--- config.mk ---
export PLATFORM = sky130hd
export DESIGN_NAME = cmdParser
export DESIGN_NICKNAME = d
export VERILOG_FILES = /design/src/hdl/parserPkg.sv /design/src/hdl/memBusPkg.sv /design/src/hdl/streamCtrlIf.sv /design/src/hdl/addrCtrlIf.sv /design/src/hdl/commandDecoder.sv /design/src/hdl/beatStreamer.sv /design/src/hdl/burstAddressGen.sv /design/src/hdl/cmdParser.sv
export SDC_FILE = /design/constraint.sdc
export NUM_CORES = 1
export LEC_CHECK = 0
export BUFFER_PORTS_ARGS = -buffer_cell sky130_fd_sc_hd__buf_2
export CELL_PAD_IN_SITES_DETAIL_PLACEMENT = 1
export CELL_PAD_IN_SITES_GLOBAL_PLACEMENT = 1
export CORE_ASPECT_RATIO = 1.5
export CORE_MARGIN = 8
export CORE_UTILIZATION = 25
export CTS_BUF_LIST = sky130_fd_sc_hd__clkbuf_8
export DETAILED_ROUTE_END_ITERATION = 8
export HOLD_SLACK_MARGIN = 0.02
export PLACE_DENSITY = 0.5
export SLEW_MARGIN = 20
export SYNTH_ARGS = -nofsm -noshare
export SYNTH_HDL_FRONTEND = slang
export SYNTH_SLANG_ARGS = --single-unit
--- constraint.sdc ---
create_clock -name aclk -period 11.5 [get_ports aclk]
set_input_delay 3.45 -clock aclk [delete_from_list [all_inputs] [get_ports aclk]]
set_output_delay 3.45 -clock aclk [all_outputs]
set_load 0.02 [all_outputs]
--- src/hdl/parserPkg.sv ---
// ~~~~~~~~~~~~~~~~~~~~~~~~~~~~~~~~~~~~~~
// Parser definitions
// Opcodes, decoder states, job kinds and
// the layout of a 32-bit command word
// ~~~~~~~~~~~~~~~~~~~~~~~~~~~~~~~~~~~~~~
`default_nettype none

package parserPkg;

    // Command word layout: opcode on top, byte count below
    localparam int OpPos = 28;
    localparam int OpSize = 4;
    localparam int ImmSize = 28;

    typedef enum logic [3:0] {
        Nop    = 4'd0,
        Store  = 4'd5,
        Memset = 4'd7,
        Stream = 4'd8
    } opcodeT;

    typedef enum logic [2:0] {
        Idle,
        Command,
        StoreAddr,
        MemsetAddr,
        MemsetVal,
        Run,
        WaitDone
    } parserStateT;

    // Where the streamer takes its beats from and where they go
    typedef enum logic [1:0] {
        StreamJob,
        StoreJob,
        MemsetJob
    } jobKindT;

endpackage

`default_nettype wire

--- src/hdl/memBusPkg.sv ---
// ~~~~~~~~~~~~~~~~~~~~~~~~~~~~~~~~~~~~~~
// Memory bus definitions
// Burst geometry and beat size helpers
// ~~~~~~~~~~~~~~~~~~~~~~~~~~~~~~~~~~~~~~
`default_nettype none

package memBusPkg;

    // Every memory transfer is one fixed incrementing burst of this size
    localparam int BurstBytes = 128;
    localparam logic [1:0] BurstIncr = 2'd1;

    function automatic int bytesPerBeat(input int width);
        return width / 8;
    endfunction

    // Shift that turns a byte count into a beat count
    function automatic int beatShift(input int width);
        return $clog2(width / 8);
    endfunction

    // Size code of the address channel, log2 of bytes per beat
    function automatic logic [2:0] burstSize(input int width);
        return 3'(beatShift(width));
    endfunction

endpackage

`default_nettype wire

--- src/hdl/streamCtrlIf.sv ---
// ~~~~~~~~~~~~~~~~~~~~~~~~~~~~~~~~~~~~~~
// Stream job interface
// Hands a beat job from the decoder to
// the beat streamer
// ~~~~~~~~~~~~~~~~~~~~~~~~~~~~~~~~~~~~~~
`timescale 1ns/100ps
`default_nettype none

interface streamCtrlIf #(
    parameter int StreamWidth = 32
);
    logic                          start;
    parserPkg::jobKindT            kind;
    logic [parserPkg::ImmSize-1:0] beatCount;
    logic [StreamWidth-1:0]        fillValue;
    logic                          busy;
    logic                          srcReady;

    modport decoder (
        output start,
        output kind,
        output beatCount,
        output fillValue,
        input  busy
    );

    modport streamer (
        input  start,
        input  beatCount,
        output busy,
        output srcReady
    );
endinterface

`default_nettype wire

--- src/hdl/addrCtrlIf.sv ---
// ~~~~~~~~~~~~~~~~~~~~~~~~~~~~~~~~~~~~~~
// Burst address job interface
// Hands base address and length from the
// decoder to the address generator
// ~~~~~~~~~~~~~~~~~~~~~~~~~~~~~~~~~~~~~~
`timescale 1ns/100ps
`default_nettype none

interface addrCtrlIf #(
    parameter int AddrWidth = 16
);
    logic                          start;
    logic [AddrWidth-1:0]          baseAddr;
    logic [parserPkg::ImmSize-1:0] beatCount;
    logic                          busy;

    modport decoder (
        output start,
        output baseAddr,
        output beatCount,
        input  busy
    );

    modport generator (
        input  start,
        input  baseAddr,
        input  beatCount,
        output busy
    );
endinterface

`default_nettype wire

--- src/hdl/commandDecoder.sv ---
// ~~~~~~~~~~~~~~~~~~~~~~~~~~~~~~~~~~~~~~
// Command decoder
// Reads command, address and value words
// and launches streamer and address jobs
// ~~~~~~~~~~~~~~~~~~~~~~~~~~~~~~~~~~~~~~
`timescale 1ns/100ps
`default_nettype none

module commandDecoder #(
    parameter int StreamWidth = 32,
    parameter int AddrWidth = 16
) (
    input  logic                   aclk,
    input  logic                   resetn,
    input  logic                   cmdValid,
    output logic                   cmdReady,
    input  logic [StreamWidth-1:0] cmdData,
    streamCtrlIf.decoder           stream,
    addrCtrlIf.decoder             addr,
    output parserPkg::jobKindT     runKind,
    output logic                   running
);
    localparam int BeatShift = memBusPkg::beatShift(StreamWidth);

    parserPkg::parserStateT        state;
    parserPkg::jobKindT            kind;
    parserPkg::opcodeT             opcode;
    logic [parserPkg::ImmSize-1:0] cmdBeats;
    logic [parserPkg::ImmSize-1:0] beats;
    logic [AddrWidth-1:0]          baseAddr;
    logic [StreamWidth-1:0]        fillValue;
    logic                          take;

    assign opcode = parserPkg::opcodeT'(cmdData[parserPkg::OpPos +: parserPkg::OpSize]);
    assign cmdBeats = cmdData[parserPkg::ImmSize-1:0] >> BeatShift;

    // Words are accepted while a command or one of its parameters is expected
    assign cmdReady = (state == parserPkg::Command) || (state == parserPkg::StoreAddr)
                   || (state == parserPkg::MemsetAddr) || (state == parserPkg::MemsetVal);
    assign take = cmdValid && cmdReady;

    assign running = (state == parserPkg::Run) || (state == parserPkg::WaitDone);
    assign runKind = kind;

    // Memory jobs also need the address channel
    assign stream.start = (state == parserPkg::Run);
    assign addr.start = (state == parserPkg::Run) && (kind != parserPkg::StreamJob);

    assign stream.kind = kind;
    assign stream.beatCount = beats;
    assign stream.fillValue = fillValue;
    assign addr.beatCount = beats;
    assign addr.baseAddr = baseAddr;

    always_ff @(posedge aclk)
    begin
        if (!resetn)
        begin
            state <= parserPkg::Idle;
            kind <= parserPkg::StreamJob;
        end
        else
        begin
            case (state)
                parserPkg::Idle:
                begin
                    state <= parserPkg::Command;
                end
                parserPkg::Command:
                begin
                    // A zero count leaves the decoder waiting for the next command
                    if (take && (cmdBeats != '0))
                    begin
                        case (opcode)
                            parserPkg::Stream:
                            begin
                                kind <= parserPkg::StreamJob;
                                state <= parserPkg::Run;
                            end
                            parserPkg::Store:
                            begin
                                kind <= parserPkg::StoreJob;
                                state <= parserPkg::StoreAddr;
                            end
                            parserPkg::Memset:
                            begin
                                kind <= parserPkg::MemsetJob;
                                state <= parserPkg::MemsetAddr;
                            end
                            default:
                            begin
                                state <= parserPkg::Command;
                            end
                        endcase
                    end
                end
                parserPkg::StoreAddr:
                begin
                    if (take)
                    begin
                        state <= parserPkg::Run;
                    end
                end
                parserPkg::MemsetAddr:
                begin
                    if (take)
                    begin
                        state <= parserPkg::MemsetVal;
                    end
                end
                parserPkg::MemsetVal:
                begin
                    if (take)
                    begin
                        state <= parserPkg::Run;
                    end
                end
                parserPkg::Run:
                begin
                    state <= parserPkg::WaitDone;
                end
                parserPkg::WaitDone:
                begin
                    if (!stream.busy && !addr.busy)
                    begin
                        state <= parserPkg::Command;
                    end
                end
                default:
                begin
                    state <= parserPkg::Idle;
                end
            endcase
        end
    end

    // Job parameters, captured on their word handshakes
    always_ff @(posedge aclk)
    begin
        if (take && (state == parserPkg::Command))
        begin
            beats <= cmdBeats;
        end
        if (take && ((state == parserPkg::StoreAddr) || (state == parserPkg::MemsetAddr)))
        begin
            baseAddr <= cmdData[AddrWidth-1:0];
        end
        if (take && (state == parserPkg::MemsetVal))
        begin
            fillValue <= cmdData;
        end
    end
endmodule

`default_nettype wire

--- src/hdl/beatStreamer.sv ---
// ~~~~~~~~~~~~~~~~~~~~~~~~~~~~~~~~~~~~~~
// Beat streamer
// Copies a counted number of beats to a
// registered output with a skid buffer
// ~~~~~~~~~~~~~~~~~~~~~~~~~~~~~~~~~~~~~~
`timescale 1ns/100ps
`default_nettype none

module beatStreamer #(
    parameter int StreamWidth = 32
) (
    input  logic                   aclk,
    input  logic                   resetn,
    streamCtrlIf.streamer          ctrl,
    input  logic                   srcValid,
    input  logic [StreamWidth-1:0] srcData,
    output logic                   dstValid,
    input  logic                   dstReady,
    output logic [StreamWidth-1:0] dstData,
    output logic                   streamLast,
    output logic                   burstLast
);
    localparam int BeatsPerBurst = memBusPkg::BurstBytes
                                 / memBusPkg::bytesPerBeat(StreamWidth);
    localparam int BurstBits = $clog2(BeatsPerBurst);

    logic [parserPkg::ImmSize-1:0] remaining;
    logic                          accept;
    logic                          outFree;
    logic                          inStreamLast;
    logic                          inBurstLast;
    logic                          skidValid;
    logic [StreamWidth-1:0]        skidData;
    logic                          skidStreamLast;
    logic                          skidBurstLast;

    // Source is held off while beats are pending in the skid entry
    assign ctrl.srcReady = (remaining != '0) && !skidValid;
    assign ctrl.busy = (remaining != '0) || skidValid || dstValid;

    assign accept = srcValid && ctrl.srcReady;
    assign outFree = !dstValid || dstReady;

    // Flags of the beat being accepted, from the count still to come
    assign inStreamLast = (remaining == 1);
    assign inBurstLast = (remaining[BurstBits-1:0] == BurstBits'(1));

    always_ff @(posedge aclk)
    begin
        if (!resetn)
        begin
            remaining <= '0;
            dstValid <= 1'b0;
            skidValid <= 1'b0;
        end
        else
        begin
            if (ctrl.start)
            begin
                remaining <= ctrl.beatCount;
            end
            else if (accept)
            begin
                remaining <= remaining - 1'b1;
            end

            if (outFree)
            begin
                dstValid <= skidValid || accept;
                skidValid <= 1'b0;
            end
            else if (accept)
            begin
                // Output stalled, park this beat
                skidValid <= 1'b1;
            end
        end
    end

    always_ff @(posedge aclk)
    begin
        if (outFree)
        begin
            if (skidValid)
            begin
                dstData <= skidData;
                streamLast <= skidStreamLast;
                burstLast <= skidBurstLast;
            end
            else if (accept)
            begin
                dstData <= srcData;
                streamLast <= inStreamLast;
                burstLast <= inBurstLast;
            end
        end
        else if (accept)
        begin
            skidData <= srcData;
            skidStreamLast <= inStreamLast;
            skidBurstLast <= inBurstLast;
        end
    end
endmodule

`default_nettype wire

--- src/hdl/burstAddressGen.sv ---
// ~~~~~~~~~~~~~~~~~~~~~~~~~~~~~~~~~~~~~~
// Burst address generator
// Issues one write address per burst
// ~~~~~~~~~~~~~~~~~~~~~~~~~~~~~~~~~~~~~~
`timescale 1ns/100ps
`default_nettype none

module burstAddressGen #(
    parameter int StreamWidth = 32,
    parameter int AddrWidth = 16
) (
    input  logic                 aclk,
    input  logic                 resetn,
    addrCtrlIf.generator         ctrl,
    output logic [AddrWidth-1:0] awAddr,
    output logic                 awValid,
    input  logic                 awReady
);
    localparam int BeatShift = memBusPkg::beatShift(StreamWidth);
    localparam logic [AddrWidth-1:0] BurstStep = AddrWidth'(memBusPkg::BurstBytes);

    logic [AddrWidth-1:0] curAddr;
    logic [AddrWidth-1:0] lastAddr;
    logic [AddrWidth-1:0] spanBytes;
    logic                 addrTaken;

    // Byte length of the whole job
    assign spanBytes = AddrWidth'(ctrl.beatCount << BeatShift);
    assign addrTaken = awValid && awReady;

    assign awAddr = curAddr;
    assign ctrl.busy = awValid;

    always_ff @(posedge aclk)
    begin
        if (!resetn)
        begin
            awValid <= 1'b0;
        end
        else if (ctrl.start)
        begin
            awValid <= 1'b1;
        end
        else if (addrTaken && (curAddr == lastAddr))
        begin
            awValid <= 1'b0;
        end
    end

    always_ff @(posedge aclk)
    begin
        if (ctrl.start)
        begin
            curAddr <= ctrl.baseAddr;
            lastAddr <= ctrl.baseAddr + spanBytes - BurstStep;
        end
        else if (addrTaken)
        begin
            curAddr <= curAddr + BurstStep;
        end
    end
endmodule

`default_nettype wire

--- src/hdl/cmdParser.sv ---
// ~~~~~~~~~~~~~~~~~~~~~~~~~~~~~~~~~~~~~~
// Command stream parser
// Splits a command stream into pass
// through streams and memory bursts
// ~~~~~~~~~~~~~~~~~~~~~~~~~~~~~~~~~~~~~~
`timescale 1ns/100ps
`default_nettype none

module cmdParser #(
    parameter int StreamWidth = 32,
    parameter int AddrWidth = 16
) (
    input  logic                       aclk,
    input  logic                       resetn,

    // Command input, frames are counted from the command word
    input  logic                       sCmdValid,
    output logic                       sCmdReady,
    input  logic                       sCmdLast,
    input  logic [StreamWidth-1:0]     sCmdData,

    output logic                       mCmdValid,
    input  logic                       mCmdReady,
    output logic                       mCmdLast,
    output logic [StreamWidth-1:0]     mCmdData,

    output logic [AddrWidth-1:0]       memAwAddr,
    output logic [7:0]                 memAwLen,
    output logic [2:0]                 memAwSize,
    output logic [1:0]                 memAwBurst,
    output logic                       memAwValid,
    input  logic                       memAwReady,

    output logic [StreamWidth-1:0]     memWData,
    output logic [StreamWidth/8-1:0]   memWStrb,
    output logic                       memWLast,
    output logic                       memWValid,
    input  logic                       memWReady,

    output logic                       memBReady
);
    localparam int BeatsPerBurst = memBusPkg::BurstBytes
                                 / memBusPkg::bytesPerBeat(StreamWidth);

    parserPkg::jobKindT     runKind;
    logic                   running;
    logic                   decCmdValid;
    logic                   decCmdReady;
    logic                   fromCmdIn;
    logic                   fromFill;
    logic                   toCmdOut;
    logic                   srcValid;
    logic [StreamWidth-1:0] srcData;
    logic                   dstValid;
    logic                   dstReady;
    logic [StreamWidth-1:0] dstData;
    logic                   streamLast;
    logic                   burstLast;

    streamCtrlIf #(.StreamWidth(StreamWidth)) streamBus ();
    addrCtrlIf #(.AddrWidth(AddrWidth)) addrBus ();

    // Source side: command words to the decoder, job beats to the streamer
    assign fromCmdIn = running && ((runKind == parserPkg::StreamJob)
                                || (runKind == parserPkg::StoreJob));
    assign fromFill = running && (runKind == parserPkg::MemsetJob);

    assign decCmdValid = sCmdValid && !running;
    assign sCmdReady = fromCmdIn ? streamBus.srcReady : decCmdReady;

    // Memset value acts as a source that never runs dry
    assign srcValid = fromFill || (fromCmdIn && sCmdValid);
    assign srcData = fromFill ? streamBus.fillValue : sCmdData;

    // Destination side
    assign toCmdOut = (streamBus.kind == parserPkg::StreamJob);
    assign dstReady = toCmdOut ? mCmdReady : memWReady;

    assign mCmdValid = dstValid && toCmdOut;
    assign mCmdLast = streamLast && toCmdOut;
    assign mCmdData = dstData;

    assign memWValid = dstValid && !toCmdOut;
    assign memWLast = burstLast && !toCmdOut;
    assign memWData = dstData;

    // Fixed burst shape, full strobes, responses always taken
    assign memAwLen = 8'(BeatsPerBurst - 1);
    assign memAwSize = memBusPkg::burstSize(StreamWidth);
    assign memAwBurst = memBusPkg::BurstIncr;
    assign memWStrb = '1;
    assign memBReady = 1'b1;

    commandDecoder #(
        .StreamWidth(StreamWidth),
        .AddrWidth(AddrWidth)
    ) decoder (
        .aclk(aclk),
        .resetn(resetn),
        .cmdValid(decCmdValid),
        .cmdReady(decCmdReady),
        .cmdData(sCmdData),
        .stream(streamBus.decoder),
        .addr(addrBus.decoder),
        .runKind(runKind),
        .running(running)
    );

    beatStreamer #(
        .StreamWidth(StreamWidth)
    ) streamer (
        .aclk(aclk),
        .resetn(resetn),
        .ctrl(streamBus.streamer),
        .srcValid(srcValid),
        .srcData(srcData),
        .dstValid(dstValid),
        .dstReady(dstReady),
        .dstData(dstData),
        .streamLast(streamLast),
        .burstLast(burstLast)
    );

    burstAddressGen #(
        .StreamWidth(StreamWidth),
        .AddrWidth(AddrWidth)
    ) addrGen (
        .aclk(aclk),
        .resetn(resetn),
        .ctrl(addrBus.generator),
        .awAddr(memAwAddr),
        .awValid(memAwValid),
        .awReady(memAwReady)
    );
endmodule

`default_nettype wire

* Word-level counts from Yosys, hierarchy flattened
Cells that the tools add are included.
W data, S select, Z words.
** Storage, ports and cells
- Bits in registers :: 210
- Bits of input ports :: 39
- Output and inout bits :: 104
- Word-level logic and storage cells :: 115
** Operators by class
- Add/sub/neg operators :: 4
- Equality and inequality tests :: 18
- Muxes and demuxes :: 22
- Bitwise operators :: 2
- Reduce and logical (&&, ||, !) cells :: 52
** Operators by type and width (number)
- $mux W32 :: 3
- $mux W28 :: 2
- $reduce_bool A28 Y1 :: 2
- $mux W16 :: 2
- $eq A28 B1 Y1 const B :: 1
- $sub A28 B1 Y28 const B :: 1
- $logic_and A1 B1 Y1 :: 19
- $pmux W3 S6 :: 1
- $add A16 B16 Y16 :: 1
- $add A16 B8 Y16 const B :: 1
- $eq A16 B16 Y1 :: 1
- $sub A16 B8 Y16 const B :: 1
- $mux W3 :: 4
- $logic_or A1 B1 Y1 :: 11
- $reduce_bool A2 Y1 :: 5
- $eq A3 B3 Y1 const B :: 3
- $pmux W3 S3 :: 1
- $eq A4 B3 Y1 const B :: 2
- $mux W1 :: 8
- $eq A3 B2 Y1 const B :: 2
- $logic_not A1 Y1 :: 6
- $pmux W2 S3 :: 1
- $eq A5 B1 Y1 const B :: 1
- $eq A4 B4 Y1 const B :: 1
- other kinds (13) :: 18

* Logic depth before layout (Yosys ltp)
- Word-level depth :: 8
- Mapped depth :: 10
- Gate-level depth less buffers :: 10

* Hierarchy
A second synthesis with hierarchy kept.
** Second synthesis, totals
- Cell total of the unflattened synthesis :: 805
- Area total of the unflattened synthesis :: 10456.3 µm²
** Modules (own cells, without submodules)
- beatStreamer :: instances 1, cells each 319, area an instance 4265.3 µm², seq. area each 2642.5 µm²
- commandDecoder :: instances 1, cells each 164, area an instance 2927.8 µm², seq. area each 2322.2 µm²
- burstAddressGen :: instances 1, cells each 222, area an instance 2269.7 µm², seq. area each 980.9 µm²
- cmdParser :: instances 1, cells each 100, area an instance 993.5 µm², seq. area each 0.0 µm²

* Worst setup path before layout
No wires, ideal clock.
- Path kind :: input-to-reg
- Start point :: input port sCmdValid
- End point :: register decoder.fillValue[0], in the netlist decoder.stream.fillValue[0] (enable)
- Library setup time :: 513 ps
- Arrival :: 6761 ps
- Data required time :: 10987 ps
- Setup slack :: 4226 ps
- Stages on the path :: 1
- Buffers on the path :: 0
- Path through :: nor4b_1
** On the way
- Word-level cells in the longest chain between the ends :: 3
** Ends and longest elaborated chain
- start, declared :: line cmdParser.sv:17 : input logic sCmdValid,
- $logic_and A1 B1 Y1 :: line cmdParser.sv:68 : assign decCmdValid = sCmdValid && !running;
- $logic_and A1 B1 Y1 :: line commandDecoder.sv:40 : assign take = cmdValid && cmdReady;
- $logic_and A1 B1 Y1 :: line commandDecoder.sv:148 : if (take && (state == parserPkg::MemsetVal))
- end signal, assigned :: line commandDecoder.sv:150 : fillValue <= cmdData;
- end, declared :: line commandDecoder.sv:31 : logic [StreamWidth-1:0] fillValue;
Every way passes these cells.
A chain may end at the register's enable or synchronous reset.

* Final worst setup path
- Start point :: register streamer.remaining[4] (netlist name)
- End point :: output port sCmdReady
** On the way
- Word-level cells in the longest chain between the ends :: 3
** Ends and longest elaborated chain
- start, declared :: line beatStreamer.sv:27 : logic [parserPkg::ImmSize-1:0] remaining;
- start signal, assigned :: line beatStreamer.sv:60 : remaining <= ctrl.beatCount;
- start signal, assigned :: line beatStreamer.sv:64 : remaining <= remaining - 1'b1;
- $reduce_bool A28 Y1 :: line beatStreamer.sv:38 : assign ctrl.srcReady = (remaining != '0) && !skidValid;
- $logic_and A1 B1 Y1 :: line beatStreamer.sv:38
- $mux W1 :: line cmdParser.sv:69 : assign sCmdReady = fromCmdIn ? streamBus.srcReady : decCmdReady;
- end, declared :: line cmdParser.sv:18 : output logic sCmdReady,
Every way passes these cells.

==> flow_summary.ini <==
[run_status]
status = finished clean

[routing]
drt.antenna.violating_nets = 0
dr_total_vias = 6279
first_pass_iters = 4
routed_via_density = 4.45
wl_um = 26400
drc = 0
wl_per_cell_um = 18.7
first_iter_violations = 181

[finish]
num-fill-cells = 4354
final_common_cell = edfxtp_1
num-nets-final = 952
final_cell_mix = edfxtp_1 (174), buf_2 (123), mux2_2 (65)
drive_gt1_share_pct = 28.4
area_delta_synth_final_pct = 16.3
post-route-util_pct = 29.3

[synthesis]
synth_cell_type_count = 53
synth_enable_flop_cells = 174
synth.avg_cell_area_sq_um = 12.8
synthArstFlopShare_pct = 0
yosysSeqAreaShare_pct = 60.2
synth_area_sq_um = 9880
synth_seq_cells = 210
ys.flop_type = edfxtp_1
yosys_warnings = 0
synthCells = 772

[placement]
place_hpwl_um = 18900
gp_routability_congestion = 0.747
io_buffers = 123

[grt]
grt_pass1_wl_um = 40700
grt_max_degree = 55
grt_pass1_vias = 6929
grt_overflow = 0
grt_use_total_pct = 11.4
antenna_found_initial = 2

[timing]
period_minus_slack_ns = 6.32
rsz0062_at_grt = no
post-route-period-util_pct = 54.9
tns_ns = 0
slew_headroom_pct = 32.8
tightest_slew_ns = 0.999
max_freq_mhz = 158
hold_viol = 0
fin_worst_skew_ns = 0.0301
setup_violations = 0
drv_slew = 0

[clock_network]
clkLatencyLatePin_ns = 0.54
clk_pin_slew_ns = 0.06
cts_resized = 0
numCtsBuffers = 36
hold_buffers = 0
root_buffer = clkbuf_8
clk_path_buf_depth = 3
tritoncts = yes
post-cts-setup-buffers = 0
cts_sinks = 210
cts_max_level = 2

[floorplan]
die_h_um = 260
start_util_pct = 25.2
die_w_um = 178
die_area_sq_um = 46300
core.rowCount = 89
coreArea_sq_um = 39200
pin_count = 143

[pwr]
vdd_drop_max_mv = 0.0744
power_leakage_nw = 4.37
p_per_area_nw_per_um2 = 163

[critical_path]
critPathKind = register to output port
end_kind = output port
cp.required_ns = 8.05
start_kind = register
crit_fanout = 8
cp.arrival_ns = 2.87

[run]
drv_cap = 0

[hold_path]
hold_path.class = register to register
## final cells by class
class,count,area (sq um),share of cell area [%]
Inverter,48,180,1.57
Antenna cell,1,2.50,0.0218
Timing Repair Buffer,130,668,5.82
Tap cell,500,626,5.44
Sequential cell,210,5950,51.7
Clock inverter,21,92.6,0.806
Clock buffer,44,606,5.27
Multi-Input combinational cell,457,3370,29.3
## layer usage
| layer | part of all wire (%) | vias up | GRT usage [%] |
|---|---|---|---|
| met5 | 0 | - | 0 |
| met4 | 2.8 | 0 | 4.77 |
| met3 | 3.7 | 39 | 1.94 |
| met2 | 53 | 138 | 20.8 |
| met1 | 41 | 3112 | 12.8 |
| li1 | - | 2990 | - |
## Yosys cell counts, types with 2 or more instances
cell type,count,area (sq um)
nand3b_1,2,15.0
or2_2,4,25.0
clkbuf_1,19,71.3
o2111ai_1,3,26.3
o21bai_1,4,30.0
or3_1,7,43.8
nor2b_1,6,37.5
o211ai_1,3,22.5
inv_1,46,173
or4_1,7,52.6
o31ai_1,5,37.5
buf_4,50,375
nor2_1,35,131
xnor2_1,31,272
edfxtp_1,174,5230
and2_1,10,62.6
a211oi_1,7,52.6
mux2i_1,4,40.0
o21ai_0,32,160
buf_1,2,7.51
and3_1,6,37.5
o21a_1,5,37.5
nand4_1,4,25.0
nor3_1,13,65.1
clkinv_1,2,7.51
a21oi_1,30,150
nand2_1,28,105
mux2_2,65,732
ha_1,29,363
nand3_1,22,110
o31a_1,3,26.3
nor4b_1,2,17.5
dfxtp_1,36,721
nor3b_1,2,15.0
xor2_1,31,272
nor4_1,25,156
conb_1,2,7.51
## sequential cells by signal, summed over array words and instances (netlist names), 2 cells and up
signal                    flops
decoder.runKind               2
addrGen.awAddr               16
decoder.addr.baseAddr        16
decoder.addr.beatCount       26
streamer.skidData            32
decoder.state                 3
addrGen.lastAddr             16
streamer.dstData             32
decoder.stream.fillValue     32
streamer.remaining           28
## per-stage QoR
| stage | worst slack [ns] | std cells | hold slack (ns) | power, mW | cell area [sq um] |
|---|---|---|---|---|---|
| 6_report | 5.18 | 1411 | 0.484 | 1.88 | 11500 |
| 3_3_place_gp | 5.70 | 1345 | 0.436 | 1.24 | 10800 |
| 4_1_cts | 5.08 | 1410 | 0.483 | 1.92 | 11500 |
| 5_1_grt | 5.07 | 1411 | 0.491 | 1.98 | 11500 |
| 2_1_floorplan | 4.23 | 788 | 0.417 | 1.14 | 9940 |
| 3_5_place_dp | 5.70 | 1345 | 0.468 | 1.24 | 10800 |
## logic make-up (layout without fill, tap and decap cells)
group,count (synthesis),after routing,share of synthesized area [%]
other cells,2,19,0.0760
fa+ha+maj,30,30,3.87
mux,69,69,7.81
simple gates,178,178,9.82
flops,210,210,60.2
buf+inv,121,243,6.58
compound gates,100,100,6.18
xor+xnor,62,62,5.49
## path summary, 6_finish.rpt
path | from | to | slack (ns) | cells past startpoint
worst max-delay path | streamer.remaining[4] | sCmdReady | 5.18 | 5
worst min-delay path | decoder.addr.baseAddr[0] | addrGen.lastAddr[0] | 0.48 | 0
worst max register to register | streamer.remaining[4] | streamer.skidData[24] | 8.39 | 5
worst min register to register | decoder.addr.baseAddr[0] | addrGen.lastAddr[0] | 0.48 | 0
## critical path, cell delays in order (launching register included)
cell and delay [ns]:
dfxtp_1 0.41, or4_4 0.62, or4_1 0.64, nor3_4 0.26, o31ai_1 0.18, buf_2 0.20
## report_power, final
part           leakage, nW  total [mW]  switching, mW  internal, mW
Combinational         2.07       0.322          0.204         0.118
Sequential            1.89       0.895         0.0259         0.869
Clock                0.409       0.662          0.315         0.347
Power figures use the tool's default switching activity.
